===== src/lsuPkg.sv =====
`default_nettype none

package lsuPkg;

    typedef logic [31:0] dataT;
    typedef logic [31:0] addrT;
    typedef logic [11:0] immT;

    // zero tag means no producer, value present
    typedef logic [3:0] tagT;

    typedef logic [1:0] sizeT;

    localparam sizeT sizeByte = 2'd0;
    localparam sizeT sizeHalf = 2'd1;
    localparam sizeT sizeWord = 2'd2;

    typedef enum logic [3:0] {
        opNone = 4'd0,
        opLb   = 4'd1,
        opLh   = 4'd2,
        opLw   = 4'd3,
        opLbu  = 4'd4,
        opLhu  = 4'd5,
        opSb   = 4'd6,
        opSh   = 4'd7,
        opSw   = 4'd8
    } memOpE;

endpackage

`default_nettype wire


===== src/lsDecode.sv =====
`timescale 1ns/10ps
`default_nettype none

module lsDecode (
    input  wire                  clk,
    input  wire                  rstN,
    input  wire                  dispVal,
    input  wire lsuPkg::memOpE   dispOp,
    input  wire lsuPkg::tagT     dispTag,
    input  wire lsuPkg::immT     dispImm,
    input  wire lsuPkg::tagT     dispRs1Tag,
    input  wire lsuPkg::dataT    dispRs1Data,
    input  wire lsuPkg::tagT     dispRs2Tag,
    input  wire lsuPkg::dataT    dispRs2Data,
    output logic                 decVal,
    output logic                 decIsStore,
    output lsuPkg::sizeT         decSize,
    output logic                 decUnsigned,
    output lsuPkg::tagT          decTag,
    output lsuPkg::immT          decImm,
    output lsuPkg::tagT          decRs1Tag,
    output lsuPkg::dataT         decRs1Data,
    output lsuPkg::tagT          decRs2Tag,
    output lsuPkg::dataT         decRs2Data
);

    logic         opKnown;
    logic         opStore;
    logic         opUnsigned;
    lsuPkg::sizeT opSize;

    always_comb begin
        opKnown    = 1'b1;
        opStore    = 1'b0;
        opUnsigned = 1'b0;
        opSize     = lsuPkg::sizeWord;
        case (dispOp)
            lsuPkg::opLb: opSize = lsuPkg::sizeByte;
            lsuPkg::opLh: opSize = lsuPkg::sizeHalf;
            lsuPkg::opLw: opSize = lsuPkg::sizeWord;
            lsuPkg::opLbu: begin
                opSize     = lsuPkg::sizeByte;
                opUnsigned = 1'b1;
            end
            lsuPkg::opLhu: begin
                opSize     = lsuPkg::sizeHalf;
                opUnsigned = 1'b1;
            end
            lsuPkg::opSb: begin
                opSize  = lsuPkg::sizeByte;
                opStore = 1'b1;
            end
            lsuPkg::opSh: begin
                opSize  = lsuPkg::sizeHalf;
                opStore = 1'b1;
            end
            lsuPkg::opSw: opStore = 1'b1;
            // opNone and unused codes
            default: opKnown = 1'b0;
        endcase
    end

    always_ff @(posedge clk or negedge rstN) begin
        if (!rstN) begin
            decVal <= 1'b0;
        end else begin
            decVal <= dispVal && opKnown;
        end
    end

    always_ff @(posedge clk) begin
        if (dispVal) begin
            decIsStore  <= opStore;
            decSize     <= opSize;
            decUnsigned <= opUnsigned;
            decTag      <= dispTag;
            decImm      <= dispImm;
            decRs1Tag   <= dispRs1Tag;
            decRs1Data  <= dispRs1Data;
            // loads have no second operand
            decRs2Tag   <= opStore ? dispRs2Tag : '0;
            decRs2Data  <= opStore ? dispRs2Data : '0;
        end
    end

endmodule

`default_nettype wire


===== config.mk =====
export PLATFORM = sky130hd
export DESIGN_NAME = lsDecode
export DESIGN_NICKNAME = d
export VERILOG_FILES = /design/src/lsuPkg.sv /design/src/lsDecode.sv
export SDC_FILE = /design/constraint.sdc
export NUM_CORES = 1
export LEC_CHECK = 0
export BUFFER_PORTS_ARGS = -buffer_cell sky130_fd_sc_hd__buf_2
export CAP_MARGIN = 10
export CORE_ASPECT_RATIO = 0.8
export CORE_MARGIN = 5
export CORE_UTILIZATION = 39
export DETAILED_ROUTE_END_ITERATION = 12
export PLACE_DENSITY = 0.73
export SYNTH_ARGS = -nofsm -noshare
export SYNTH_HDL_FRONTEND = slang
export SYNTH_SLANG_ARGS = --single-unit

===== constraint.sdc =====
create_clock -name clk -period 0.8 [get_ports clk]
set_input_delay 0.04 -clock clk [delete_from_list [all_inputs] [get_ports clk]]
set_output_delay 0.04 -clock clk [all_outputs]
set_load 0.005 [all_outputs]

; ---- Word level (Yosys, flattened, before mapping)
; Cells that the tools add are included.
[op_classes]
n_eq_ne = 8
mux = 4
reduce_logical = 6
[op_table]
columns = operator, n
row1 = $eq A4 B3 Y1 const B, 4
row2 = $reduce_or A3 Y1, 3
row3 = $eq A4 B2 Y1 const B, 2
row4 = $reduce_or A8 Y1, 1
row5 = $eq A4 B1 Y1 const B, 1
row6 = $eq A4 B4 Y1 const B, 1
row7 = $pmux W2 S2, 1
row8 = $mux W1, 3
row9 = $reduce_or A2 Y1, 1
row10 = $logic_and A1 B1 Y1, 1
[totals]
register_bits = 93
in_bits = 95
out_inout_bits = 93
word_cells = 28

; ---- Longest topological paths before layout
[logic_depth]
ltp_word = 4
depth_mapped = 5
mapped_depth_nobuf = 2

; ---- Worst setup path before layout
; OpenSTA, ideal clock, no wires.
[synth_timing]
kind = input -> register
start = input dispOp[2]
end = register decRs2Data[25], data pin
setup_time_ps = 141
arrival_time_ps = 1043
required_time_ps = 659
slack_ps = -384
cell_stages = 5
path_buffers = 3
cell_sequence = clkbuf_1 -> or4b_4 -> buf_6 -> buf_6 -> a21boi_2
[synth_via]
elab_chain_len = 3
word_cells_on_any_way = 5
cone_classes = 3 x eq/ne / 1 x mux / 1 x reduce/logical
[synth_lines]
columns = item, line
row1 = from (decl), lsDecode.sv:8  ; input wire lsuPkg::memOpE dispOp,
row2 = $eq A4 B3 Y1 / $eq A4 B4 Y1 (equally long branches), lsDecode.sv:37  ; case (dispOp)
row3 = $reduce_or A3 Y1 (no line) *, --
row4 = $mux W1 *, lsDecode.sv:37
row5 = to (signal assigned), lsDecode.sv:82  ; decRs2Data <= opStore ? dispRs2Data : '0;
row6 = to (decl), lsDecode.sv:24  ; output lsuPkg::dataT decRs2Data
; Every way passes the cells marked *; elsewhere a longest branch is shown, timed or not.
; A chain may end at the register's enable or synchronous reset.

; ---- Final worst setup path
[layout_timing]
start = input dispOp[1]
end = register decRs2Data[30], data pin
; The elaborated chain is that of the path after synthesis.

==> impl_results.md <==
- Gr ovfl total: 0
- Clock buffer depth: 2
- Chip height: 91.8 µm
- WL final: 9.75 mm
- Core area: 8060 µm²
- Number of CTS-inserted buffers: 9
- Busiest grt layer: met2
- Avg WL per Cell: 17.4 µm
- Max cap viols: 0
- Outcome: finished with violations
- Worst-margin pin slew: 0.319 ns
- Setup WS post-layout: -0.186 ns
- Pin count of the biggest net entering global routing: 37
- Post-DP HPWL: 6.28 mm
- Post-layout min period: 0.986 ns
- Die width: 112 µm
- DR vias/cell: 4.48
- Failing checks: setup timing
- HP Class: input pin to flip-flop
- Crit path required time: 1.00 ns
- GP Congestion: 0.740
- Setup violators final: 130
- Number of global-route vias before repair: 2776
- DIE AREA: 10300 µm²
- DRC: 0
- Register area share after synthesis: 0.855
- Antenna Nets Post-Route: 0
- Post-synth top area cell: edfxtp_1
- Met2 global-route usage: 0.346
- CP startpoint kind: input pin
- Yosys Warn Count: 0
- PwrDens: 1800 nW/µm²
- Via count: 2506
- TNS Setup: -14.15 ns
- Max Slew Vio Count: 0
- Area contributors post-synth: edfxtp_1 (85%), a21boi_1 (4.1%), a21boi_2 (3.8%)
- Final Hold Viols: 0
- Hold Path Stages: 2
- CP arrival: 1.19 ns
- Post-synthesis adder-cell area fraction: 0
- Global-route wire length before repair: 14.9 mm
- Compound-Gate Fraction of Synth Area: 0.102
- Share of the synthesized area in the top cell type: 0.848
- Total I/O pin count: 188
- Ys async rst share: 0.0108
- Synthesized Nets: 245
- #FFs+latches synth: 93
- CTS tree: done
- Worst-path clk slew: 0.08 ns
- Hold Path Origin: dispRs2Data[3]
- Mux contribution to synthesized area: 0
- DP Worst Slack: -0.498 ns
- Cell area after synthesis: 3260 µm²
- Number of port buffers: 187
- Crit Path Max Fanout: 6
- Period utilization: 1.23
- Post-synth EDFFs: 92
- Met3 usage: 0.0625
- Initial antenna violation count: 0
- RSZ-0062 raised after global routing: yes
- Clk root buf: clkbuf_8
- Clock sink count: 93
- Pleak: 2.41 nW
- Starting Density: 0.405
- Largest family of logic cells by synthesized area: compound AO/OA/AOI/OAI gates
- XOR/XNOR Fraction of Synth Area: 0.00269
- DRT Pass-1 Iters: 4
- Post-synth cell types: 19
- FMAX: 1.01 GHz
- Overall Global Routing Usage: 0.188
- Ratio of cells with drive above 1 in the final layout: 0.579
- Area Overhead vs Synth: 75.8%
- Predominant post-synthesis flop cell: edfxtp_1
- Crit path kind: input pin to flip-flop
- Syn_area_per_cell: 21.7 µm²
- DRT iter0 DRCs: 116
- Cells after synthesis: 150
- Worst Hold Endpoint: decRs2Data[3]
- Post-Synth Simple-Gate Area: 0.0180
- Commonest cells post-synth: edfxtp_1 (92), a21boi_1 (18), a21boi_2 (11)
- Grt met1 use: 0.211
- Placed Cells incl. Taps: 450
- Relative slew slack: 0.788
- Final nets: 542
- Row Count: 29
- Diodes inserted: 0
- CP Capture Type: flip-flop
- Maximum VDD drop: 1.10 mV
- Final cell count without fillers: 559
- Count leader, synth: edfxtp_1
- H-tree lvl count: 3
[kinds of logic after synthesis]
group | Yosys count
xor+xnor | 1
compound gates | 39
simple gates | 8
flops | 93
buf+inv | 9
[metrics by stage]
stage                     hold WS, ns  utilization  power [mW]  area (µm²)
after floorplan                -0.256            -        6.17        3280
after global placement         -0.184        0.545        6.89        4390
after detailed placement       -0.183        0.545        6.93        4390
after CTS                    0.000845        0.699        10.4        5630
after global routing          0.00952        0.711        10.8        5730
final                          0.0231        0.711        10.3        5730
[registers in the layout (all words and copies together), names as in the netlist]
| signal | cells |
|---|---|
| decImm | 12 |
| decIsStore | 1 |
| decRs1Data | 32 |
| decRs1Tag | 4 |
| decRs2Data | 32 |
| decRs2Tag | 4 |
| decSize | 2 |
| decTag | 4 |
| decUnsigned | 1 |
| decVal | 1 |
[routing by layer]
layer	routed length, µm	share of wire
met3	772	0.079
met5	0	0
met4	93	0.0095
met2	5220	0.54
met1	3660	0.38
[worst max-delay path by stage]
stage                   startpoint        endpoint  slack (ns)  depth (start not counted)
floorplan                dispOp[1]  decRs2Data[25]       -0.37                          5
global placement         dispOp[0]   decRs2Data[4]       -0.41                          4
detailed placement       dispOp[0]   decRs2Data[4]       -0.50                          4
CTS                 decRs2Data[19]  decRs2Data[19]       -0.18                          1
global route             dispOp[1]   decRs2Data[0]       -0.20                          5
finish                   dispOp[1]  decRs2Data[30]       -0.19                          5
[power by group]
part,internal (mW),switching [mW],total (mW),leakage [nW]
clock,1.46,1.61,3.07,0.0963
combinational,0.852,0.564,1.42,1.41
sequential,5.75,0.0944,5.85,0.904
[critical path, stage by stage]
cell      delay (ns)
buf_6           0.09
or4b_4          0.61
buf_12          0.18
buf_8           0.13
a21boi_2        0.12
[cell usage in the layout (no fill, tap or decap), types with 3 or more instances in the layout]
| cell | instances |
|---|---|
| a21boi_2 | 35 |
| buf_12 | 4 |
| buf_2 | 184 |
| buf_4 | 10 |
| buf_6 | 4 |
| buf_8 | 3 |
| clkbuf_8 | 9 |
| dlygate4sd3_1 | 87 |
| edfxtp_1 | 92 |
[layout make-up]
| type | count | area [µm²] |
|---|---|---|
| clock inverters | 6 | 72.6 |
| flip-flops and latches | 93 | 2790 |
| clock buffers | 9 | 124 |
| multi-input cells | 48 | 494 |
| fillers | 555 | 2320 |
| well taps | 108 | 135 |
| repair buffers | 295 | 2120 |
[timing repair]
item / 4_1_cts / 5_1_grt
endpoints found under the hold margin: 86 / 1
setup buffers: 2 / 2
gates resized for setup: 26 / 22
pin swaps: 2 / 6
hold buffers: 86 / 1
endpoints found under the setup margin: 123 / 130
cloned: 3 / 1
Note: power is estimated with default switching activity, not from simulation.
