$ cat config.mk
export PLATFORM = sky130hd
export DESIGN_NAME = loadResult_flat
export DESIGN_NICKNAME = d
export VERILOG_FILES = /design/src/lsuPkg.sv /design/src/lsuIf.sv /design/src/loadResult.sv /design/src/flat_wrapper.sv
export SDC_FILE = /design/constraint.sdc
export NUM_CORES = 1
export LEC_CHECK = 0
export BUFFER_PORTS_ARGS = -buffer_cell sky130_fd_sc_hd__clkbuf_2
export CAP_MARGIN = 10
export CORE_UTILIZATION = 42
export CTS_CLUSTER_DIAMETER = 40
export CTS_CLUSTER_SIZE = 40
export DETAILED_ROUTE_END_ITERATION = 12
export GPL_TIMING_DRIVEN = 0
export PLACE_DENSITY = 0.86
export SYNTH_ARGS = -nofsm -noshare
export SYNTH_HDL_FRONTEND = slang
export SYNTH_SLANG_ARGS = --single-unit
$ cat constraint.sdc
create_clock -name clk -period 2.61 [get_ports clk]
set_clock_uncertainty 0.15 [all_clocks]
set_input_delay 0.3915 -clock clk [delete_from_list [all_inputs] [get_ports clk]]
set_output_delay 0.3915 -clock clk [all_outputs]
set_load 0.05 [all_outputs]
$ cat src/lsuPkg.sv
`default_nettype none

package lsuPkg;

    typedef logic [31:0] dataT;
    typedef logic [31:0] addrT;
    typedef logic [11:0] immT;

    // zero tag means no producer, value present
    typedef logic [3:0] tagT;

    typedef logic [1:0] sizeT;

    localparam sizeT sizeByte = 2'd0;
    localparam sizeT sizeHalf = 2'd1;
    localparam sizeT sizeWord = 2'd2;

    typedef enum logic [3:0] {
        opNone = 4'd0,
        opLb   = 4'd1,
        opLh   = 4'd2,
        opLw   = 4'd3,
        opLbu  = 4'd4,
        opLhu  = 4'd5,
        opSb   = 4'd6,
        opSh   = 4'd7,
        opSw   = 4'd8
    } memOpE;

endpackage

`default_nettype wire

$ cat src/lsuIf.sv
`timescale 1ns/10ps
`default_nettype none

interface memReqIf;
    logic          reqVal;
    logic          isStore;
    lsuPkg::tagT   tag;
    lsuPkg::sizeT  size;
    logic          unsignedLd;
    lsuPkg::addrT  addr;
    lsuPkg::dataT  storeData;
    logic          memIdle;
    logic          respVal;
    lsuPkg::tagT   respTag;
    logic          respIsStore;
    lsuPkg::sizeT  respSize;
    logic          respUnsigned;
    lsuPkg::dataT  respData;

    modport requester (
        output reqVal, isStore, tag, size, unsignedLd, addr, storeData,
        input  memIdle
    );

    modport memory (
        input  reqVal, isStore, tag, size, unsignedLd, addr, storeData,
        output memIdle,
        output respVal, respTag, respIsStore, respSize, respUnsigned, respData
    );

    // result side also watches the request for the low address bits
    modport response (
        input reqVal, addr,
        input respVal, respTag, respIsStore, respSize, respUnsigned, respData
    );
endinterface

interface resultBusIf;
    logic         val;
    lsuPkg::tagT  tag;
    lsuPkg::dataT data;

    modport driver (output val, tag, data);
    modport consumer (input val, tag, data);
endinterface

`default_nettype wire

$ cat src/loadResult.sv
`timescale 1ns/10ps
`default_nettype none

module loadResult (
    input  wire          clk,
    input  wire          rstN,
    memReqIf.response    memResp,
    resultBusIf.driver   resBus,
    output logic         resultVal,
    output lsuPkg::tagT  resultTag,
    output lsuPkg::dataT resultData,
    output logic         resultIsStore
);

    logic [1:0]   offset;
    lsuPkg::dataT shifted;
    lsuPkg::dataT extended;

    // only one access in flight, so the request offset stays valid
    always_ff @(posedge clk) begin
        if (memResp.reqVal) begin
            offset <= memResp.addr[1:0];
        end
    end

    assign shifted = memResp.respData >> {offset, 3'b000};

    always_comb begin
        case (memResp.respSize)
            lsuPkg::sizeByte: begin
                extended = memResp.respUnsigned ? {24'b0, shifted[7:0]}
                                                : {{24{shifted[7]}}, shifted[7:0]};
            end
            lsuPkg::sizeHalf: begin
                extended = memResp.respUnsigned ? {16'b0, shifted[15:0]}
                                                : {{16{shifted[15]}}, shifted[15:0]};
            end
            default: extended = memResp.respData;
        endcase
    end

    always_ff @(posedge clk or negedge rstN) begin
        if (!rstN) begin
            resultVal <= 1'b0;
        end else begin
            resultVal <= memResp.respVal;
        end
    end

    always_ff @(posedge clk) begin
        if (memResp.respVal) begin
            resultTag     <= memResp.respTag;
            resultIsStore <= memResp.respIsStore;
            resultData    <= memResp.respIsStore ? '0 : extended;
        end
    end

    // store completions wake nobody
    assign resBus.val  = resultVal && !resultIsStore;
    assign resBus.tag  = resultTag;
    assign resBus.data = resultData;

endmodule

`default_nettype wire

$ cat src/flat_wrapper.sv
// flat-port wrapper written by rule: the top's interface ports become plain ports
module loadResult_flat 
  (clk, rstN, resultVal, resultTag, resultData, resultIsStore, memResp_reqVal, memResp_addr, memResp_respVal, memResp_respTag, memResp_respIsStore, memResp_respSize, memResp_respUnsigned, memResp_respData, resBus_val, resBus_tag, resBus_data);
  memReqIf memResp_i ();
  resultBusIf resBus_i ();
  input  wire clk;
  input  wire rstN;
  output logic resultVal;
  output lsuPkg::tagT resultTag;
  output lsuPkg::dataT resultData;
  output logic resultIsStore;
  input wire logic [$bits(memResp_i.reqVal)-1:0] memResp_reqVal;
  input wire logic [$bits(memResp_i.addr)-1:0] memResp_addr;
  input wire logic [$bits(memResp_i.respVal)-1:0] memResp_respVal;
  input wire logic [$bits(memResp_i.respTag)-1:0] memResp_respTag;
  input wire logic [$bits(memResp_i.respIsStore)-1:0] memResp_respIsStore;
  input wire logic [$bits(memResp_i.respSize)-1:0] memResp_respSize;
  input wire logic [$bits(memResp_i.respUnsigned)-1:0] memResp_respUnsigned;
  input wire logic [$bits(memResp_i.respData)-1:0] memResp_respData;
  output wire logic [$bits(resBus_i.val)-1:0] resBus_val;
  output wire logic [$bits(resBus_i.tag)-1:0] resBus_tag;
  output wire logic [$bits(resBus_i.data)-1:0] resBus_data;
  assign memResp_i.reqVal = memResp_reqVal;
  assign memResp_i.addr = memResp_addr;
  assign memResp_i.respVal = memResp_respVal;
  assign memResp_i.respTag = memResp_respTag;
  assign memResp_i.respIsStore = memResp_respIsStore;
  assign memResp_i.respSize = memResp_respSize;
  assign memResp_i.respUnsigned = memResp_respUnsigned;
  assign memResp_i.respData = memResp_respData;
  assign resBus_val = resBus_i.val;
  assign resBus_tag = resBus_i.tag;
  assign resBus_data = resBus_i.data;
  loadResult u_core (.clk(clk), .rstN(rstN), .memResp(memResp_i), .resBus(resBus_i), .resultVal(resultVal), .resultTag(resultTag), .resultData(resultData), .resultIsStore(resultIsStore));
endmodule
; ---- Yosys cells after proc, flatten, opt, wreduce, memory -nomap -nowiden
; Cells that the tools add are included.
[word_totals]
input_bits = 76
mem_count = 0
regBits = 40
elab_cells = 13
out_inout_bits = 75
mem_bits_ro = 0
latch_bits = 0
ram_bits = 0
[op_classes]
reduce_logical = 3
multipliers = 0
add_sub_neg = 0
muxes = 3
n_bitwise = 0
shift = 1
div = 0
magnitude_cmp = 0
eq_ne = 1
[ops]
columns = operator, n
row1 = 32-bit two-way mux, 2
row2 = 32-bit case mux with 2 select lines, 1
row3 = 32-bit by 5-bit right shift with 16-bit output, 1
row4 = 2-bit by 1-bit equality test with 1-bit output (second input constant), 1
row5 = 2-bit zero test, 1
row6 = 1-bit logical AND, 1
row7 = 1-bit zero test, 1

; ---- Logic depth before layout (Yosys ltp)
; Gate-level depths: netlist (run 1).
[depth]
depth_word = 3
ltp_mapped = 6
ltp_nobuf = 4

; ---- Worst setup path after synthesis (run 1)
; No wires, ideal clock.
[synth_path]
path_kind = reg2out
from = register u_core.resultVal
to = output resBus_val
path_buffers = 0
t_arrival_ns = 1.388
path_slack_ns = 0.681
stages_incl_launch_ff = 2
path_cell_list = dfrtp_1 -> nor2b_1
[synth_via]
elab_chain_len = 1
[synth_lines]
columns = item, line_no
row1 = "start, declared", loadResult.sv:9  ; output logic resultVal,
row2 = "start signal, assigned", loadResult.sv:46  ; resultVal <= memResp.respVal;
row3 = 1-bit logical AND, loadResult.sv:59  ; assign resBus.val = resultVal && !resultIsStore;
row4 = "end, declared", flat_wrapper.sv:20  ; output wire logic [$bits(resBus_i.val)-1:0] resBus_val;
; Every way passes these cells.

; ---- Worst setup path after layout (run 1)
[layout_path]
from = register u_core.offset[1]
to = register u_core.resultData[31], in the netlist u_core.resBus.data[31] (data pin)
[layout_via]
elab_chain_len = 3
[layout_lines]
columns = item, line_no
row1 = "start, declared", loadResult.sv:15  ; logic [1:0] offset;
row2 = "start signal, assigned", loadResult.sv:22  ; offset <= memResp.addr[1:0];
row3 = 32-bit by 5-bit right shift with 16-bit output (*), loadResult.sv:26  ; assign shifted = memResp.respData >> {offset, 3'b000};
row4 = "32-bit two-way mux, on equally long branches", "loadResult.sv:35, loadResult.sv:31"
row5 = 32-bit case mux with 2 select lines (*), loadResult.sv:29  ; case (memResp.respSize)
row6 = "end signal, assigned", loadResult.sv:54  ; resultData <= memResp.respIsStore ? '0 : extended;
row7 = "end, declared", loadResult.sv:11  ; output lsuPkg::dataT resultData,
; Every way passes the cells marked *; elsewhere a longest branch is shown, timed or not.
; A chain may end at the register's enable or synchronous reset.

==> results_dict.tcl, run 1 <==
set metrics [dict create \
    status "completed" \
    r2r_slack_ns 0.48 \
    clk_path_buf_depth 2 \
    maxCapViolations 0 \
    grt_pass1_wl_um 7645 \
    p_per_area_mw_per_mm2 616.0 \
    holdBufCountCts 1 \
    core_mm2 0.004880 \
    antenna_left 0 \
    slew_headroom 0.3861 \
    synthFlopType "edfxtp_1" \
    crit_fanout 10 \
    cts.sinks 40 \
    nNetsFinal 405 \
    total_power_mw 1.844 \
    synthToLayoutAreaGrowth_pct 36.30 \
    avgSynthCellArea_um2 10.87 \
    wl_met3_um 443 \
    drt-total-wl_um 5237 \
    cp.arrival_ns 2.00 \
    dieArea_mm2 0.005521 \
    synth_nets 278 \
    tns_ns 0 \
    cts_resized 0 \
    min_path_type "input pin to register" \
    dp_slack_ns 0.4781 \
    core.rowCount 25 \
    io_buffer_count 119 \
    top_layer "met4" \
    synth_cells 202 \
    wl_met1_um 2059 \
    report.final.slew_viol_count 0 \
    grt_max_degree 39 \
    grtUsageTotal 0.1914 \
    dp.cells 388 \
    die_h_um 74.31 \
    pin_count 151 \
    yosysMostFrequentCell "edfxtp_1" \
    fillers 424 \
    final_hold_viol_count 0 \
    final.min_clock_period_ns 2.127 \
    dp_hpwl_um 4038 \
    avgRoutedWirePerCell_um 13.19 \
    initialDrtViolationCount 59 \
    postCtsSetupBuffers 0 \
    cts_inserted_buffers 5 \
    synth-edff-count 39 \
    antenna_found_initial 0 \
    drc_errors 0 \
    h-tree-depth 2 \
    post-route-period-util 0.8148 \
    synth_cell_types 22 \
    layout-drive-gt1-share 0.5091 \
    route.vias.total 1925 \
    finalNonFillerCells 397 \
    ys_seq_elements 40 \
    crit_required_ns 2.48 \
    vdd_drop_max_mv 0.2546 \
    end_kind "register" \
    setup_slack_ns 0.4833 \
    cts_root_buf "clkbuf_8" \
    synth_common_cells "edfxtp_1 (39), buf_4 (36), a21oi_1 (31)" \
    grt_pass1_vias 1668 \
    yosysWarnings 0 \
    clock_latency_ns 0.29 \
    seq_area_frac_synth 0.5447 \
    cp-start-kind "register" \
    die_x_um 74.31 \
    place_congestion 0.9396 \
    start_util 0.4500 \
    worstMarginPinSlew_ns 0.9208 \
    max_freq_ghz 0.4702 \
    wl_met2_um 2658 \
    tritoncts "yes" \
    worst-setup-path-type "register to register" \
    synth.top_cell.area_share 0.5333 \
    drt_pass1_iterations 4 \
    synth_area_leaders "edfxtp_1 (53%), buf_4 (12%), a21oi_1 (7.1%)" \
    diodes 0 \
    grt_overflow_total 0 \
    rsz0062_at_grt "no" \
    synthesis.area_mm2 0.002196 \
    via_per_inst 4.849 \
    finalSetupViolations 0 \
    synth-async-reset-ratio 0.02500 \
    leakagePower_nw 1.442 \
    clk_pin_slew_ns 0.07 \
    synth_area_leader_cell "edfxtp_1" \
]
[layer usage]
layer,vias up,track usage
met5,-,0
met4,0,0.08595
met3,6,0.05556
met2,102,0.3323
met1,876,0.2192
li1,941,-
[power breakdown]
| part | switching [mW] | internal, mW | leakage (nW) |
|---|---|---|---|
| clock network | 0.208 | 0.284 | 0.0552 |
| logic | 0.409 | 0.166 | 0.974 |
| registers | 0.0207 | 0.756 | 0.413 |
| total | 0.638 | 1.21 | 1.44 |
[kinds of logic (layout without fill, tap and decap cells)]
kind of cell	count (synthesis)	after routing	share of synthesized area
buffers and inverters	49	177	0.1499
flip-flops	40	40	0.5447
AO/OA/AOI/OAI	48	48	0.1373
AND/OR/NAND/NOR	55	55	0.1168
multiplexers	10	10	0.05128
[worst max-delay path, stage by stage (launching register included)]
cell and delay, ns:
edfxtp_1 0.43, mux4_2 0.57, nand2_4 0.14, a21boi_4 0.31, buf_6 0.18, a21oi_1 0.07
[sequential cells by signal, summed over array words and instances, names as in the netlist]
name and flops:
u_core.offset 2, u_core.resultIsStore 1, u_core.resultVal 1, u_core.resBus.tag 4
u_core.resBus.data 32
[metrics by stage]
stage                     area (um^2)  hold slack (ns)  utilization
after floorplan                  2196         -0.05409            -
after global placement           2875          0.01737       0.5892
after detailed placement         2875          0.01828       0.5892
after CTS                        2993           0.1126       0.6133
after global routing             2993           0.1006       0.6133
final                            2993           0.1213       0.6133
[cells in the final DEF (no fill, tap or decap)]
cell type,Yosys,layout
buf_4,36,36
nand2_1,24,24
dfrtp_1,1,1
nor2_1,10,10
mux2i_1,9,9
clkinv_2,0,1
clkbuf_8,0,5
o22ai_1,1,1
a21oi_1,31,31
bufinv_16,0,1
edfxtp_1,39,39
buf_6,1,1
buf_2,2,2
buf_1,3,3
and2b_1,1,1
nor2b_1,3,3
a21boi_4,1,1
nand2_4,1,1
mux4_2,1,1
clkbuf_2,0,119
dlygate4sd3_1,0,1
nor3b_1,1,1
a22oi_1,8,8
nor3_1,8,8
o2bb2ai_1,7,7
nand2b_1,7,7
clkbuf_1,7,8
[final timing paths]
path,from,end,depth (start not counted)
worst max-delay path,u_core.offset[1],u_core.resBus.data[31],5
worst min-delay path,memResp_respTag[2],u_core.resBus.tag[2],1
worst max register to register,u_core.offset[1],u_core.resBus.data[31],5
worst min register to register,u_core.offset[0],u_core.resBus.data[7],3
max in group asynchronous,rstN,u_core.resultVal,2
min in group asynchronous,rstN,u_core.resultVal,2
[layout make-up]
type                       instances  area [um^2]  share of cell area
buffer                            49        329.1              0.1099
clock inverter                     2        35.03             0.01171
clock buffer                       6        72.57             0.02425
multi-input combinational        113        670.6              0.2241
sequential                        40         1196              0.3997
tap                               67        83.83             0.02801
timing repair buffer             120        605.6              0.2023
(Power assumes the default switching activity.)
==> run 2: changes to the inputs <==
--- a/config.mk
+++ b/config.mk
@@ -5,9 +5,10 @@
 export SDC_FILE = /design/constraint.sdc
 export NUM_CORES = 1
 export LEC_CHECK = 0
+export ABC_AREA = 1
 export BUFFER_PORTS_ARGS = -buffer_cell sky130_fd_sc_hd__clkbuf_2
 export CAP_MARGIN = 10
-export CORE_UTILIZATION = 42
+export CORE_UTILIZATION = 44
 export CTS_CLUSTER_DIAMETER = 40
 export CTS_CLUSTER_SIZE = 40
 export DETAILED_ROUTE_END_ITERATION = 12
==> constraint.sdc (replaced) <==
create_clock -name clk -period 2 [get_ports clk]
set_clock_uncertainty 0.15 [all_clocks]
set_input_delay 0.3 -clock clk [delete_from_list [all_inputs] [get_ports clk]]
set_output_delay 0.3 -clock clk [all_outputs]
set_load 0.05 [all_outputs]
==> run 2 against run 1 <==
  * Hold slack got worse by 0.089 ns
  * Global-route usage rose by 1.9 points
  * Largest power group unchanged
  * Largest cell class unchanged
  * Register-to-register slack got worse by 0.38 ns
  * Die area rose by 9.3%
  * Via count rose by 21%
  * Critical endpoint is now u_core.resBus.data[4]
==> results_dict.tcl, run 2 <==
set metrics [dict create \
    yosysWarnings 0 \
    nNetsFinal 499 \
    clock_latency_ns 0.29 \
    dp_hpwl_um 4902 \
    clk_path_buf_depth 2 \
    drt_pass1_iterations 4 \
    cts.sinks 40 \
    avgRoutedWirePerCell_um 12.47 \
    end_kind "register" \
    min_path_type "input pin to register" \
    pin_count 151 \
    clk_pin_slew_ns 0.08 \
    crit_fanout 10 \
    vdd_drop_max_mv 0.3128 \
    grtUsageTotal 0.2109 \
    initialDrtViolationCount 98 \
    grt_pass1_vias 2105 \
    fillers 511 \
    final_common_cell "clkbuf_2" \
    synth-edff-count 39 \
    die_x_um 77.70 \
    worstMarginPinSlew_ns 0.8865 \
    drc_errors 0 \
    grt_pass1_wl_um 9735 \
    core.rowCount 27 \
    diodes 0 \
    synthToLayoutAreaGrowth_pct 31.86 \
    drt-total-wl_um 6183 \
    total_power_mw 2.471 \
    fin_util 0.6037 \
    dp.cells 487 \
    r2r-start "u_core.offset[1]" \
    synth_area_leader_cell "edfxtp_1" \
    synth_cell_types 19 \
    worst-setup-path-type "register to register" \
    largest_reg_flops 32 \
    ys_seq_elements 40 \
    seq_area_frac_synth 0.4744 \
    synth_common_cells "nand2_1 (80), edfxtp_1 (39), buf_4 (37), inv_1 (37), nand3_1 (24)" \
    layout-drive-gt1-share 0.4481 \
    place_congestion 0.8474 \
    start_util 0.4579 \
    post-route-period-util 0.9497 \
    crit_start "u_core.offset[1]" \
    tritoncts "yes" \
    cts_root_buf "clkbuf_8" \
    antenna_found_initial 0 \
    finalNonFillerCells 496 \
    avgSynthCellArea_um2 8.517 \
    holdCritStartpoint "memResp_addr[0]" \
    design_area_mm2 0.003324 \
    grt_overflow_total 0 \
    setup_slack_ns 0.1006 \
    rsz0062_at_grt "no" \
    io_buffer_count 119 \
    synth-async-reset-ratio 0.02500 \
    crit_required_ns 1.87 \
    cts_inserted_buffers 5 \
    route.vias.total 2324 \
    synth_cells 296 \
    place_area_mm2 0.003207 \
    synth_nets 372 \
    postCtsSetupBuffers 0 \
    core_mm2 0.005507 \
    cp-start-kind "register" \
    die_h_um 77.70 \
    max_freq_ghz 0.5265 \
    tns_ns 0 \
    synth_area_leaders "edfxtp_1 (46%), nand2_1 (12%), buf_4 (11%)" \
    yosysMostFrequentCell "nand2_1" \
    via_per_inst 4.685 \
    hold_ws_ns 0.03241 \
    final_hold_viol_count 0 \
    leakagePower_nw 1.865 \
    synthFlopType "edfxtp_1" \
    finalSetupViolations 0 \
    dp_slack_ns 0.1290 \
    synth.top_cell.area_share 0.4645 \
    grt_max_degree 39 \
    layout_common_cells "clkbuf_2 (119), nand2_1 (80), edfxtp_1 (39), inv_1 (37), buf_4 (37)" \
    report.final.slew_viol_count 0 \
    dieArea_mm2 0.006037 \
    maxCapViolations 0 \
    slew_headroom 0.4090 \
    h-tree-depth 2 \
    status "completed" \
    antenna_left 0 \
    cp.arrival_ns 1.77 \
    synthesis.area_mm2 0.002521 \
    final.min_clock_period_ns 1.899 \
    p_per_area_mw_per_mm2 743.2 \
]
## run 2: changes by cell type after synthesis, moves of 9 or more
| cell | delta |
|---|---|
| a21oi_1 | -15 |
| inv_1 | +37 |
| mux2i_1 | -9 |
| nand2_1 | +56 |
| nand3_1 | +24 |
| o21ai_0 | +21 |
## run 2: critical path, cell delays in order, from the launching register on
cell,delay (ns)
edfxtp_1,0.41
inv_2,0.20
buf_2,0.27
nand2_1,0.18
o21ai_0,0.30
a21oi_1,0.12
## run 2: what timing repair did
item,4_1_cts,5_1_grt
setup endpoints to repair,0,1
endpoints found under the hold margin,1,0
gates resized for setup,0,1
hold buffers,1,0
## run 2: cells by family (layout without fill, tap and decap cells)
| logic type | count (synthesis) | count (layout) | share of synthesized area |
|---|---|---|---|
| compound gates | 53 | 53 | 0.1251 |
| buf+inv | 91 | 219 | 0.2050 |
| simple gates | 112 | 112 | 0.1955 |
| flops | 40 | 40 | 0.4744 |
## run 2: cell type report
cell class | instances | area (um^2) | area share
Sequential cell | 40 | 1196 | 0.3598
Multi-Input combinational cell | 165 | 808.3 | 0.2431
Timing Repair Buffer | 120 | 605.6 | 0.1822
Buffer | 50 | 362.8 | 0.1091
Inverter | 41 | 153.9 | 0.04629
Tap cell | 72 | 90.09 | 0.02710
Clock buffer | 6 | 72.57 | 0.02183
Clock inverter | 2 | 35.03 | 0.01054
## run 2: where the power goes
part	total (mW)	internal, mW	switching [mW]	leakage, nW
Sequential	1.01	0.987	0.0249	0.413
Clock	0.639	0.370	0.269	0.0552
Combinational	0.820	0.231	0.588	1.40
Total	2.47	1.59	0.882	1.86
## run 2: worst paths after layout
path	to	slack, ns	cells after the start
min in group asynchronous	u_core.resultVal	0.16	2
min	u_core.offset[0]	0.03	1
max	u_core.resBus.data[4]	0.10	5
min reg2reg	u_core.resBus.data[7]	0.75	4
max in group asynchronous	u_core.resultVal	1.45	2
max reg2reg	u_core.resBus.data[4]	0.10	5
## run 2: metal layers
metal  wire (um)  global-route usage
met1        2661              0.2528
met2        3088              0.3894
met3         410             0.03529
met4          23             0.05094
met5           0                   0
