**src/lsuPkg.sv**
```systemverilog
`default_nettype none

package lsuPkg;

    typedef logic [31:0] dataT;
    typedef logic [31:0] addrT;
    typedef logic [11:0] immT;

    // zero tag means no producer, value present
    typedef logic [3:0] tagT;

    typedef logic [1:0] sizeT;

    localparam sizeT sizeByte = 2'd0;
    localparam sizeT sizeHalf = 2'd1;
    localparam sizeT sizeWord = 2'd2;

    typedef enum logic [3:0] {
        opNone = 4'd0,
        opLb   = 4'd1,
        opLh   = 4'd2,
        opLw   = 4'd3,
        opLbu  = 4'd4,
        opLhu  = 4'd5,
        opSb   = 4'd6,
        opSh   = 4'd7,
        opSw   = 4'd8
    } memOpE;

endpackage

`default_nettype wire

```
**src/lsuIf.sv**
```systemverilog
`timescale 1ns/10ps
`default_nettype none

interface memReqIf;
    logic          reqVal;
    logic          isStore;
    lsuPkg::tagT   tag;
    lsuPkg::sizeT  size;
    logic          unsignedLd;
    lsuPkg::addrT  addr;
    lsuPkg::dataT  storeData;
    logic          memIdle;
    logic          respVal;
    lsuPkg::tagT   respTag;
    logic          respIsStore;
    lsuPkg::sizeT  respSize;
    logic          respUnsigned;
    lsuPkg::dataT  respData;

    modport requester (
        output reqVal, isStore, tag, size, unsignedLd, addr, storeData,
        input  memIdle
    );

    modport memory (
        input  reqVal, isStore, tag, size, unsignedLd, addr, storeData,
        output memIdle,
        output respVal, respTag, respIsStore, respSize, respUnsigned, respData
    );

    // result side also watches the request for the low address bits
    modport response (
        input reqVal, addr,
        input respVal, respTag, respIsStore, respSize, respUnsigned, respData
    );
endinterface

interface resultBusIf;
    logic         val;
    lsuPkg::tagT  tag;
    lsuPkg::dataT data;

    modport driver (output val, tag, data);
    modport consumer (input val, tag, data);
endinterface

`default_nettype wire

```
**src/loadStoreBuffer.sv**
```systemverilog
`timescale 1ns/10ps
`default_nettype none

module loadStoreBuffer #(
    parameter int bufDepth = 4
) (
    input  wire                 clk,
    input  wire                 rstN,
    input  wire                 decVal,
    input  wire                 decIsStore,
    input  wire lsuPkg::sizeT   decSize,
    input  wire                 decUnsigned,
    input  wire lsuPkg::tagT    decTag,
    input  wire lsuPkg::immT    decImm,
    input  wire lsuPkg::tagT    decRs1Tag,
    input  wire lsuPkg::dataT   decRs1Data,
    input  wire lsuPkg::tagT    decRs2Tag,
    input  wire lsuPkg::dataT   decRs2Data,
    input  wire                 wbVal,
    input  wire lsuPkg::tagT    wbTag,
    input  wire lsuPkg::dataT   wbData,
    input  wire                 commitVal,
    input  wire lsuPkg::tagT    commitTag,
    resultBusIf.consumer        resBus,
    memReqIf.requester          memReq,
    output logic                dispCredit
);

    localparam int idxW = (bufDepth > 1) ? $clog2(bufDepth) : 1;

    logic [bufDepth-1:0] entVal;
    logic [bufDepth-1:0] entCommitted;
    logic [bufDepth-1:0] entStore;
    logic [bufDepth-1:0] entUnsigned;
    logic [bufDepth-1:0] entReady;
    lsuPkg::sizeT        entSize [bufDepth];
    lsuPkg::tagT         entTag  [bufDepth];
    lsuPkg::immT         entImm  [bufDepth];
    lsuPkg::tagT         rs1Tag  [bufDepth];
    lsuPkg::dataT        rs1Data [bufDepth];
    lsuPkg::tagT         rs2Tag  [bufDepth];
    lsuPkg::dataT        rs2Data [bufDepth];

    logic [idxW-1:0] freeIdx;
    logic [idxW-1:0] issueIdx;
    logic            anyReady;
    logic            issue;

    // a waiting operand hit by either broadcast
    function automatic logic wakeHit(lsuPkg::tagT t);
        return (t != '0) && ((wbVal && wbTag == t) || (resBus.val && resBus.tag == t));
    endfunction

    function automatic lsuPkg::dataT wakeData(lsuPkg::tagT t);
        return (wbVal && wbTag == t) ? wbData : resBus.data;
    endfunction

    // scan downwards so the lowest index wins
    always_comb begin
        freeIdx  = '0;
        issueIdx = '0;
        anyReady = 1'b0;
        for (int i = bufDepth - 1; i >= 0; i--) begin
            entReady[i] = entVal[i] && rs1Tag[i] == '0 && rs2Tag[i] == '0
                          && (!entStore[i] || entCommitted[i]);
            if (!entVal[i]) begin
                freeIdx = idxW'(i);
            end
            if (entReady[i]) begin
                issueIdx = idxW'(i);
                anyReady = 1'b1;
            end
        end
    end

    assign issue      = anyReady && memReq.memIdle;
    assign dispCredit = issue;

    assign memReq.reqVal     = issue;
    assign memReq.isStore    = entStore[issueIdx];
    assign memReq.tag        = entTag[issueIdx];
    assign memReq.size       = entSize[issueIdx];
    assign memReq.unsignedLd = entUnsigned[issueIdx];
    assign memReq.addr       = rs1Data[issueIdx]
                               + {{20{entImm[issueIdx][11]}}, entImm[issueIdx]};
    assign memReq.storeData  = rs2Data[issueIdx];

    always_ff @(posedge clk or negedge rstN) begin
        if (!rstN) begin
            entVal       <= '0;
            entCommitted <= '0;
        end else begin
            for (int i = 0; i < bufDepth; i++) begin
                if (commitVal && entVal[i] && entStore[i] && entTag[i] == commitTag) begin
                    entCommitted[i] <= 1'b1;
                end
            end
            if (issue) begin
                entVal[issueIdx] <= 1'b0;
            end
            if (decVal) begin
                entVal[freeIdx]       <= 1'b1;
                entCommitted[freeIdx] <= decIsStore && commitVal && commitTag == decTag;
            end
        end
    end

    always_ff @(posedge clk) begin
        for (int i = 0; i < bufDepth; i++) begin
            if (entVal[i] && wakeHit(rs1Tag[i])) begin
                rs1Tag[i]  <= '0;
                rs1Data[i] <= wakeData(rs1Tag[i]);
            end
            if (entVal[i] && wakeHit(rs2Tag[i])) begin
                rs2Tag[i]  <= '0;
                rs2Data[i] <= wakeData(rs2Tag[i]);
            end
        end
        // operands can also wake while being written
        if (decVal) begin
            entStore[freeIdx]    <= decIsStore;
            entSize[freeIdx]     <= decSize;
            entUnsigned[freeIdx] <= decUnsigned;
            entTag[freeIdx]      <= decTag;
            entImm[freeIdx]      <= decImm;
            rs1Tag[freeIdx]      <= wakeHit(decRs1Tag) ? '0 : decRs1Tag;
            rs1Data[freeIdx]     <= wakeHit(decRs1Tag) ? wakeData(decRs1Tag) : decRs1Data;
            rs2Tag[freeIdx]      <= wakeHit(decRs2Tag) ? '0 : decRs2Tag;
            rs2Data[freeIdx]     <= wakeHit(decRs2Tag) ? wakeData(decRs2Tag) : decRs2Data;
        end
    end

endmodule

`default_nettype wire

```
**src/flat_wrapper.sv**
```systemverilog
// flat-port wrapper written by rule: the top's interface ports become plain ports
module loadStoreBuffer_flat 
#(
    parameter int bufDepth = 4
)
  (clk, rstN, decVal, decIsStore, decSize, decUnsigned, decTag, decImm, decRs1Tag, decRs1Data, decRs2Tag, decRs2Data, wbVal, wbTag, wbData, commitVal, commitTag, dispCredit, resBus_val, resBus_tag, resBus_data, memReq_reqVal, memReq_isStore, memReq_tag, memReq_size, memReq_unsignedLd, memReq_addr, memReq_storeData, memReq_memIdle);
  resultBusIf resBus_i ();
  memReqIf memReq_i ();
  input  wire clk;
  input  wire rstN;
  input  wire decVal;
  input  wire decIsStore;
  input  wire lsuPkg::sizeT decSize;
  input  wire decUnsigned;
  input  wire lsuPkg::tagT decTag;
  input  wire lsuPkg::immT decImm;
  input  wire lsuPkg::tagT decRs1Tag;
  input  wire lsuPkg::dataT decRs1Data;
  input  wire lsuPkg::tagT decRs2Tag;
  input  wire lsuPkg::dataT decRs2Data;
  input  wire wbVal;
  input  wire lsuPkg::tagT wbTag;
  input  wire lsuPkg::dataT wbData;
  input  wire commitVal;
  input  wire lsuPkg::tagT commitTag;
  output logic dispCredit;
  input wire logic [$bits(resBus_i.val)-1:0] resBus_val;
  input wire logic [$bits(resBus_i.tag)-1:0] resBus_tag;
  input wire logic [$bits(resBus_i.data)-1:0] resBus_data;
  output wire logic [$bits(memReq_i.reqVal)-1:0] memReq_reqVal;
  output wire logic [$bits(memReq_i.isStore)-1:0] memReq_isStore;
  output wire logic [$bits(memReq_i.tag)-1:0] memReq_tag;
  output wire logic [$bits(memReq_i.size)-1:0] memReq_size;
  output wire logic [$bits(memReq_i.unsignedLd)-1:0] memReq_unsignedLd;
  output wire logic [$bits(memReq_i.addr)-1:0] memReq_addr;
  output wire logic [$bits(memReq_i.storeData)-1:0] memReq_storeData;
  input wire logic [$bits(memReq_i.memIdle)-1:0] memReq_memIdle;
  assign resBus_i.val = resBus_val;
  assign resBus_i.tag = resBus_tag;
  assign resBus_i.data = resBus_data;
  assign memReq_reqVal = memReq_i.reqVal;
  assign memReq_isStore = memReq_i.isStore;
  assign memReq_tag = memReq_i.tag;
  assign memReq_size = memReq_i.size;
  assign memReq_unsignedLd = memReq_i.unsignedLd;
  assign memReq_addr = memReq_i.addr;
  assign memReq_storeData = memReq_i.storeData;
  assign memReq_i.memIdle = memReq_memIdle;
  loadStoreBuffer #(.bufDepth(bufDepth)) u_core (.clk(clk), .rstN(rstN), .decVal(decVal), .decIsStore(decIsStore), .decSize(decSize), .decUnsigned(decUnsigned), .decTag(decTag), .decImm(decImm), .decRs1Tag(decRs1Tag), .decRs1Data(decRs1Data), .decRs2Tag(decRs2Tag), .decRs2Data(decRs2Data), .wbVal(wbVal), .wbTag(wbTag), .wbData(wbData), .commitVal(commitVal), .commitTag(commitTag), .resBus(resBus_i), .memReq(memReq_i), .dispCredit(dispCredit));
endmodule
```
**config.mk**
```make
export PLATFORM = sky130hd
export DESIGN_NAME = loadStoreBuffer_flat
export DESIGN_NICKNAME = d
export VERILOG_FILES = /design/src/lsuPkg.sv /design/src/lsuIf.sv /design/src/loadStoreBuffer.sv /design/src/flat_wrapper.sv
export SDC_FILE = /design/constraint.sdc
export NUM_CORES = 1
export LEC_CHECK = 0
export BUFFER_PORTS_ARGS = -buffer_cell sky130_fd_sc_hd__buf_4
export CORE_UTILIZATION = 50
export DETAILED_ROUTE_END_ITERATION = 12
export GPL_TIMING_DRIVEN = 0
export MAX_ROUTING_LAYER = met4
export PLACE_DENSITY_LB_ADDON = 0.1
export SLEW_MARGIN = 20
export SYNTH_ARGS = -nofsm -noshare
export SYNTH_HDL_FRONTEND = slang
export SYNTH_SLANG_ARGS = --single-unit
```
**constraint.sdc**
```tcl
create_clock -name clk -period 16.4 [get_ports clk]
set_clock_uncertainty 0.1 [all_clocks]
set_input_delay 1.64 -clock clk [delete_from_list [all_inputs] [get_ports clk]]
set_output_delay 1.64 -clock clk [all_outputs]
set_load 0.05 [all_outputs]
```
# Word-level counts from Yosys, hierarchy flattened
# Memories as Yosys holds them, arrays and structs flattened.
# Index checks and enable logic that the tools add are counted.
# Widths: inputs -> output; s select.
[word_totals] ramBits=360 in_bits=175 output_inout_bits=74 ff_bits=16 memories=7 wordCells=209
[op_classes] n_mux=62 bitwise=3 n_eq_ne=25 n_reduce_logical=103 addsub=1 order_cmp=4
[memory_table] name="u_core.rs1Data" words=4 word_bits=32 rd=1 rd_ports_with_merged_regs=0 wr=5 line="loadStoreBuffer.sv:40" text="lsuPkg::dataT rs1Data [bufDepth];"
[memory_table] name="u_core.rs2Data" words=4 word_bits=32 rd=1 rd_ports_with_merged_regs=0 wr=5 line="loadStoreBuffer.sv:42" text="lsuPkg::dataT rs2Data [bufDepth];"
[memory_table] name="u_core.entImm" words=4 word_bits=12 rd=1 rd_ports_with_merged_regs=0 wr=1 line="loadStoreBuffer.sv:38" text="lsuPkg::immT entImm [bufDepth];"
[memory_table] name="u_core.entTag" words=4 word_bits=4 rd=5 rd_ports_with_merged_regs=0 wr=1 line="loadStoreBuffer.sv:37" text="lsuPkg::tagT entTag [bufDepth];"
[memory_table] name="u_core.rs1Tag" words=4 word_bits=4 rd=4 rd_ports_with_merged_regs=0 wr=5 line="loadStoreBuffer.sv:39" text="lsuPkg::tagT rs1Tag [bufDepth];"
[memory_table] name="u_core.rs2Tag" words=4 word_bits=4 rd=4 rd_ports_with_merged_regs=0 wr=5 line="loadStoreBuffer.sv:41" text="lsuPkg::tagT rs2Tag [bufDepth];"
[memory_table] name="+1 memories"
[ops] cell="$mux 32" count=12
[ops] cell="$eq 4x4->1" count=25
[ops] cell="$logic_and 1x1->1" count=67
[ops] cell="$reduce_bool 4->1" count=10
[ops] cell="$add 32x32->32" count=1
[ops] cell="$logic_not 4->1" count=8
[ops] cell="$mux 1" count=30
[ops] cell="$mux 4" count=5
[ops] cell="$mux 2" count=8
[ops] cell="$logic_or 1x1->1" count=14
[ops] cell="$bwmux 4" count=3
[ops] cell="$lt 2x3->1 const B" count=2
[ops] cell="$and 4x4->4" count=1
[ops] cell="$bmux 1 s2" count=2
[ops] cell="$demux 1 s2" count=2
[ops] cell="$ge 2x1->1 const B" count=2
[ops] cell="$logic_not 1->1" count=4
[ops] cell="$not 4->4" count=1
[ops] cell="$or 4x4->4" count=1

# Depth between registers and ports, before layout
# Gate-level depths: netlist of the first run.
[depth] word_depth=17 ltp_mapped=21 ltp_nobuf=19

# Least setup slack after synthesis of the first run
# No wires, ideal clock.
[synth_path] kind="register to output" startpoint="memory u_core.rs1Tag[2][1] (netlist bit)" endpoint="output port memReq_addr[27]" t_required_ps=14660 stages_incl_launch_ff=21 setup_slack_ps=8824 n_path_buf=3 t_arrival_ps=5836 cell_sequence="edfxtp_1 > or4_4 > or4b_1 > buf_2 > a31oi_1 > clkbuf_1 > buf_1 > nor2_1 > nor3_1 > ha_1 > a211oi_1 > nor2_1 > or2_2 > o41ai_1 > o31ai_1 > a21oi_1 > a211o_1 > a21boi_0 > a31oi_1 > nand3_1 > xor2_1"
[synth_lines] item="start, declared" line="loadStoreBuffer.sv:39"
[synth_lines] item="end, declared" line="flat_wrapper.sv:35" text="output wire logic [$bits(memReq_i.addr)-1:0] memReq_addr;"

==> results of run 1 <==
[metrics by stage]
| stage | instances | hold WS, ps |
|---|---|---|
| final | 3234 | 430.4 |
| after CTS | 3227 | 420.4 |
| after global placement | 3121 | 396.6 |
| after detailed placement | 3152 | 403.2 |
| after global routing | 3233 | 447.6 |
| after floorplan | 2350 | 372.7 |
[layout make-up]
cell class / count / area share
repair buffers: 202 / 0.06520
clock buffers: 50 / 0.04048
clock inverters: 25 / 0.009243
inverters: 16 / 0.002185
plain buffers: 227 / 0.03178
well taps: 600 / 0.02732
flip-flops and latches: 376 / 0.4094
multi-input cells: 1731 / 0.4137
diodes: 7 / 0.0006374
[worst paths after layout]
kind,end
max,memReq_addr[29]
max in group asynchronous,u_core.entCommitted[2]
min reg2reg,u_core.entCommitted[1]
min in group asynchronous,u_core.entVal[3]
min,u_core.entCommitted[1]
max reg2reg,u_core.entVal[3]
[critical path, cell delays in order (launching register included)]
cell and delay, ps:
sky130_fd_sc_hd__edfxtp_1 450, sky130_fd_sc_hd__nor4_1 1040, sky130_fd_sc_hd__o2111ai_1 700, sky130_fd_sc_hd__nand2_1 370, sky130_fd_sc_hd__or3_1 150, sky130_fd_sc_hd__clkbuf_1 460, sky130_fd_sc_hd__clkbuf_1 730, sky130_fd_sc_hd__o22ai_1 180
sky130_fd_sc_hd__nor3_1 710, sky130_fd_sc_hd__ha_1 370, sky130_fd_sc_hd__a211oi_1 210, sky130_fd_sc_hd__nor2_1 90, sky130_fd_sc_hd__or2_2 290, sky130_fd_sc_hd__o41ai_1 640, sky130_fd_sc_hd__o31ai_1 210, sky130_fd_sc_hd__a21oi_1 360
sky130_fd_sc_hd__a211o_1 220, sky130_fd_sc_hd__a31oi_1 190, sky130_fd_sc_hd__a2111oi_0 530, sky130_fd_sc_hd__a2111oi_0 150, sky130_fd_sc_hd__nand3_1 120, sky130_fd_sc_hd__buf_4 210
[logic make-up (layout without fill, tap and decap cells)]
logic type / Yosys count / in the layout / synth area share
simple gates: 665 / 665 / 0.1199
compound gates: 587 / 587 / 0.1513
flops: 376 / 376 / 0.4812
mux: 324 / 324 / 0.1457
buf+inv: 243 / 520 / 0.03960
xor+xnor: 129 / 129 / 0.04832
fa+ha+maj: 26 / 26 / 0.01413
other cells: 0 / 7 / 0
[power breakdown]
group          internal (mW)  switching [mW]  total [mW]  leakage, nW
registers               1.37          0.0750        1.45         3.51
clock network          0.562           0.399       0.960        0.660
logic                  0.698            1.54        2.23         5.45
total                   2.63            2.01        4.64         9.63
[state kept, by name, indices dropped and copies added (netlist names), 8 cells and up]
signal,cells
u_core.rs2Data,128
u_core.rs1Tag,16
u_core.entImm,48
u_core.entTag,16
u_core.rs2Tag,16
u_core.entSize,8
u_core.rs1Data,128
[routing by layer]
metal | share of wire | wire length (µm) | up-vias | global-route usage
met2 | 0.46 | 39040 | 1172 | 0.5529
met4 | 0.036 | 3070 | 0 | 0.1459
met1 | 0.41 | 34830 | 9971 | 0.4821
met3 | 0.096 | 8133 | 192 | 0.06347
li1 | - | - | 9100 | -
met5 | 0 | 0 | - | -
[cells in the final DEF (no fill, tap or decap), types with 58 or more instances in the layout]
master                     instances
sky130_fd_sc_hd__nor3_1           58
sky130_fd_sc_hd__nor2_1          117
sky130_fd_sc_hd__edfxtp_1        368
sky130_fd_sc_hd__nand2_1         400
sky130_fd_sc_hd__o21ai_0         353
sky130_fd_sc_hd__clkbuf_1        178
sky130_fd_sc_hd__mux2_2          130
sky130_fd_sc_hd__xor2_1           82
sky130_fd_sc_hd__buf_4           181
sky130_fd_sc_hd__mux2i_1         194
==> results.json, run 1 <==
{
  "grt_start_max_net_pins": 23,
  "power.static_leakage_nw": 9.626,
  "clockRootBuffer": "sky130_fd_sc_hd__clkbuf_16",
  "final_hold_vio_count": 0,
  "crit_path_max_fanout": 10,
  "multi_input_comb_area_um2": 11370,
  "first_pass_iters": 6,
  "drc": 0,
  "fraction_of_layout_cells_with_a_size_suffix_above_1": 0.1656,
  "worst_skew_pair_latency_ps": 580,
  "synth.most_common_cell": "sky130_fd_sc_hd__nand2_1",
  "syn-num-nets": 2550,
  "ys_types": 68,
  "initial_utilization": 0.5109,
  "setup.worst_path.end_class": "output pin",
  "wirelength_um": 85070,
  "io_buffer_count": 171,
  "area_overhead_vs_synth_pct": 17.52,
  "total_die_area_um2": 47630,
  "run_status": "complete, no violations",
  "via_per_inst": 6.319,
  "arrival_ps": 9000,
  "fp-row-count": 78,
  "postSynth.topFlopCell": "sky130_fd_sc_hd__edfxtp_1",
  "number_of_i_o_pins": 249,
  "worst_r2r_src": "u_core.rs2Tag[3][1]",
  "start_kind": "flop",
  "final_core_util": 0.6004,
  "ys_ff_latch": 376,
  "max-cap-violations": 0,
  "tightestPinTransition_ps": 1218,
  "reg2reg_setup_slack_ps": 12430,
  "design_power_total_mw": 4.642,
  "final.setup.tns_ps": 0,
  "starting_drt_drc_count": 2455,
  "fmax_mhz": 93.14,
  "final_design_area_no_fill_um2": 27480,
  "cts_buffer_depth": 3,
  "synth.cell_area_um2": 23380,
  "cp.required_ps": 14660,
  "gr-usage-all-layers": 0.3636,
  "synth.avg_cell_area_um2": 9.950,
  "slew_limit_fails": 0,
  "critical_path_class": "flop to output pin",
  "grt_antenna_before_repair": 6,
  "power.ir.vdd_worst_mv": 0.2638,
  "routed-via-count": 20440,
  "wire_per_inst_um": 26.31,
  "synth.top_cells.by_area": "sky130_fd_sc_hd__edfxtp_1, sky130_fd_sc_hd__mux2i_1, sky130_fd_sc_hd__o21ai_0",
  "cts_made_buffers": 42,
  "clkTransAtPathRegs_ps": 60,
  "synth.top_cell.area_share": 0.4726,
  "ffs_w_async_s_r_synth": 0.02128,
  "gp_congestion": 0.9428,
  "dp.final_hpwl_um": 61820,
  "synth_edf_count": 368,
  "h-tree-depth": 2,
  "cts.repair.resized": 0,
  "ys_top_cells_by_count": "sky130_fd_sc_hd__nand2_1, sky130_fd_sc_hd__edfxtp_1, sky130_fd_sc_hd__o21ai_0, sky130_fd_sc_hd__mux2i_1, sky130_fd_sc_hd__clkbuf_1",
  "core-area_um2": 45770,
  "grt_remaining_overflow": 0,
  "ctsHoldBuffers": 0,
  "period_needed_ps": 10740,
  "min_path_cells": 2,
  "setup_repair_after_global_routing_missed_its_margin": "false",
  "synthesis.yosys.warnings": 0,
  "tritoncts_clock_tree": "built",
  "ant_nets": 0,
  "power_per_cell_area_nw_per_um2": 168.9,
  "final_critical_path_setup_slack_ps": 5664,
  "final_net_count": 2796,
  "detailed_place.area_um2": 26100,
  "ys_seq_area_frac": 0.4812,
  "min_from": "u_core.entCommitted[1]",
  "clock_sinks": 376,
  "worst_case_headroom_to_the_max_slew_limit": 0.1803,
  "preCtsSetupSlack_ps": 6575,
  "reg2reg_depth": 7,
  "setup_violations": 0,
  "layout_worst_path_cycle_share": 0.6546,
  "post-cts-setup-buffer-count": 0,
  "post-synth-top-area-cell": "sky130_fd_sc_hd__edfxtp_1",
  "fp.dieH_um": 218.3,
  "wire_length_of_the_first_global_routing_pass_um": 123200,
  "grt_pass1_vias": 19370,
  "fillers": 3897,
  "regArea_um2": 11250,
  "synth_cells": 2350,
  "crit_path_start": "u_core.rs2Tag[0][0]",
  "dieWidth_um": 218.3,
  "min_path_type": "flop to flop"
}
No activity file was read; power rests on OpenSTA's default activity.
==> inputs of run 2 (changes only) <==
==> constraint.sdc (replaced) <==
create_clock -name clk -period 10.2 [get_ports clk]
set_clock_uncertainty 0.1 [all_clocks]
set_input_delay 1.02 -clock clk [delete_from_list [all_inputs] [get_ports clk]]
set_output_delay 1.02 -clock clk [all_outputs]
set_load 0.05 [all_outputs]
==> run 2 against run 1 <==
First-iteration DRC count grew 2.1%. Global-route usage stayed put. Critical path depth did not move. Combinational power grew 61%. Die area unchanged. Worst setup slack got worse by 5300 ps. Via count increased by 0.65%. Critical path type unchanged. Largest cell class unchanged. Sequential share of layout area barely moved.
==> results.json, run 2 (same netlist as run 1, synthesis figures left out) <==
{
  "crit_path_start": "u_core.rs1Tag[0][1]",
  "critical_path_class": "flop to output pin",
  "h-tree-depth": 2,
  "cp.required_ps": 9080,
  "worst_skew_pair_latency_ps": 590,
  "total_die_area_um2": 47630,
  "ctsHoldBuffers": 0,
  "p_int_mw": 4.233,
  "via_per_inst": 6.356,
  "path_delay_family": "compound AO/OA/AOI/OAI gates",
  "start_kind": "flop",
  "post-cts-setup-buffer-count": 0,
  "mostFrequentLayoutCells": "sky130_fd_sc_hd__nand2_1, sky130_fd_sc_hd__edfxtp_1, sky130_fd_sc_hd__o21ai_0",
  "drc": 0,
  "clockRootBuffer": "sky130_fd_sc_hd__clkbuf_16",
  "wirelength_um": 85390,
  "largest_registers": "u_core.rs1Data: 128 flops, u_core.rs2Data: 128 flops, u_core.entImm: 48 flops",
  "path_buf_inv": 3,
  "min_path_type": "primary input to async pin",
  "detailed_place.area_um2": 26100,
  "final_hold_vio_count": 0,
  "power.share.clock": 0.207,
  "cts_buffer_depth": 3,
  "slew_limit_fails": 0,
  "power.ir.vdd_worst_mv": 0.4242,
  "crit_path_max_fanout": 10,
  "run_status": "complete, no violations",
  "power_per_cell_area_nw_per_um2": 271.7,
  "routed-via-count": 20570,
  "number_of_i_o_pins": 249,
  "final_design_area_no_fill_um2": 27500,
  "final_common_cell": "sky130_fd_sc_hd__nand2_1",
  "ant_nets": 0,
  "grt_pass1_vias": 19370,
  "fmax_mhz": 101.9,
  "arrival_ps": 8690,
  "wl_met1_um": 34740,
  "grt_antenna_before_repair": 6,
  "dr.max_layer_used": "met4",
  "reg2reg_setup_slack_ps": 6320,
  "fraction_of_layout_cells_with_a_size_suffix_above_1": 0.1663,
  "power.switching_fraction": 0.4334,
  "first_pass_iters": 6,
  "dp.final_hpwl_um": 61820,
  "switchingPower_mw": 3.237,
  "final_core_util": 0.6008,
  "cts_made_buffers": 42,
  "io_buffer_count": 171,
  "power.static_leakage_nw": 9.627,
  "initial_utilization": 0.5109,
  "starting_drt_drc_count": 2506,
  "met2WireLength_um": 39190,
  "area_overhead_vs_synth_pct": 17.60,
  "worst_path_max_delay_cell": "sky130_fd_sc_hd__nor4_1",
  "wire_length_of_the_first_global_routing_pass_um": 123200,
  "worst_case_headroom_to_the_max_slew_limit": 0.2010,
  "worst_setup_path_endpoint": "memReq_addr[29]",
  "final.setup.tns_ps": 0,
  "worst_r2r_endpoint": "u_core.entVal[2]",
  "reg2reg_depth": 7,
  "core-area_um2": 45770,
  "critPathMaxStageDelay_ps": 800,
  "routed-wl-met3_um": 8330,
  "tightestPinTransition_ps": 1199,
  "power_frac_seq": 0.312,
  "grt_remaining_overflow": 0,
  "levels_on_crit_path": 21,
  "clkTransAtPathRegs_ps": 60,
  "dieWidth_um": 218.3,
  "setup.worst_path.end_class": "output pin",
  "fp-row-count": 78,
  "final_net_count": 2796,
  "p_comb_frac": 0.482,
  "grt_start_max_net_pins": 23,
  "wire_per_inst_um": 26.39,
  "fp.dieH_um": 218.3,
  "setup_violations": 0,
  "worst_r2r_src": "u_core.rs2Tag[2][1]",
  "gr-usage-all-layers": 0.3636,
  "period_needed_ps": 9811,
  "layout_worst_path_cycle_share": 0.9619,
  "setup_repair_after_global_routing_missed_its_margin": "false",
  "timing.critical_path.cells": "nor4_1, o2111ai_1, nand2_1, or3_1, clkbuf_1, clkbuf_1, o22ai_1, nor3_1, ha_1, a211oi_1, nor2_1, or2_2, o41ai_1, o31ai_1, a21oi_1, a211o_1, a31oi_1, a2111oi_0, a2111oi_0, nand3_1, buf_4",
  "gp_congestion": 0.9428,
  "max-cap-violations": 0,
  "clock_sinks": 376,
  "tritoncts_clock_tree": "built"
}
run 2: cell types whose count changed in the layout (fill, tap and decap cells not counted), sizes merged:
cell,delta
diode,+2
run 2: worst min-delay path by stage:
stage,slack (ps),end,depth (start not counted)
after floorplan,370,u_core.entCommitted[1],2
after global placement,400,u_core.entCommitted[3],2
after detailed placement,400,u_core.entCommitted[1],2
after CTS,140,u_core.entVal[3],1
after global routing,150,u_core.entCommitted[1],1
final,150,u_core.entCommitted[1],1
run 2: through the flow:
step | hold slack, ps | total power, mW | setup WS [ps] | instances
CTS | 142.7 | 7.427 | 373.9 | 3227
floorplan | 372.7 | 4.696 | 3244 | 2350
finish | 148.0 | 7.470 | 389.1 | 3236
detailed placement | 403.2 | 5.903 | 995.3 | 3152
global route | 153.6 | 7.738 | 66.16 | 3233
global placement | 396.6 | 5.770 | 307.4 | 3121
run 2: final cells by class:
class                   count  area, µm²
diodes                      9      22.52
clock buffers              50       1112
multi-input cells        1731      11380
clock inverters            25      254.0
plain buffers             227      873.3
fillers                  3895      18270
well taps                 600      750.7
inverters                  16      60.06
repair buffers            202       1792
flip-flops and latches    376      11250
run 2: power by group through the flow:
stage | Clock [mW] | Sequential, mW | Combinational [mW]
floorplan | 0 | 2.35 | 2.34
global placement | 0 | 2.41 | 3.36
detailed placement | 0 | 2.35 | 3.55
CTS | 1.54 | 2.32 | 3.56
global route | 1.60 | 2.36 | 3.78
finish | 1.54 | 2.33 | 3.60
run 2: timing repair:
| item | 4_1_cts | 5_1_grt |
|---|---|---|
| setup endpoints to repair | 0 | 1 |
| endpoints found under the hold margin | 0 | 0 |
| gates resized for setup | 0 | 2 |
run 2: per-layer routing:
layer	track usage	vias to the layer above
li1	-	9113
met1	0.4821	10020
met2	0.5529	1226
met3	0.06347	210
met4	0.1459	0
met5	-	-
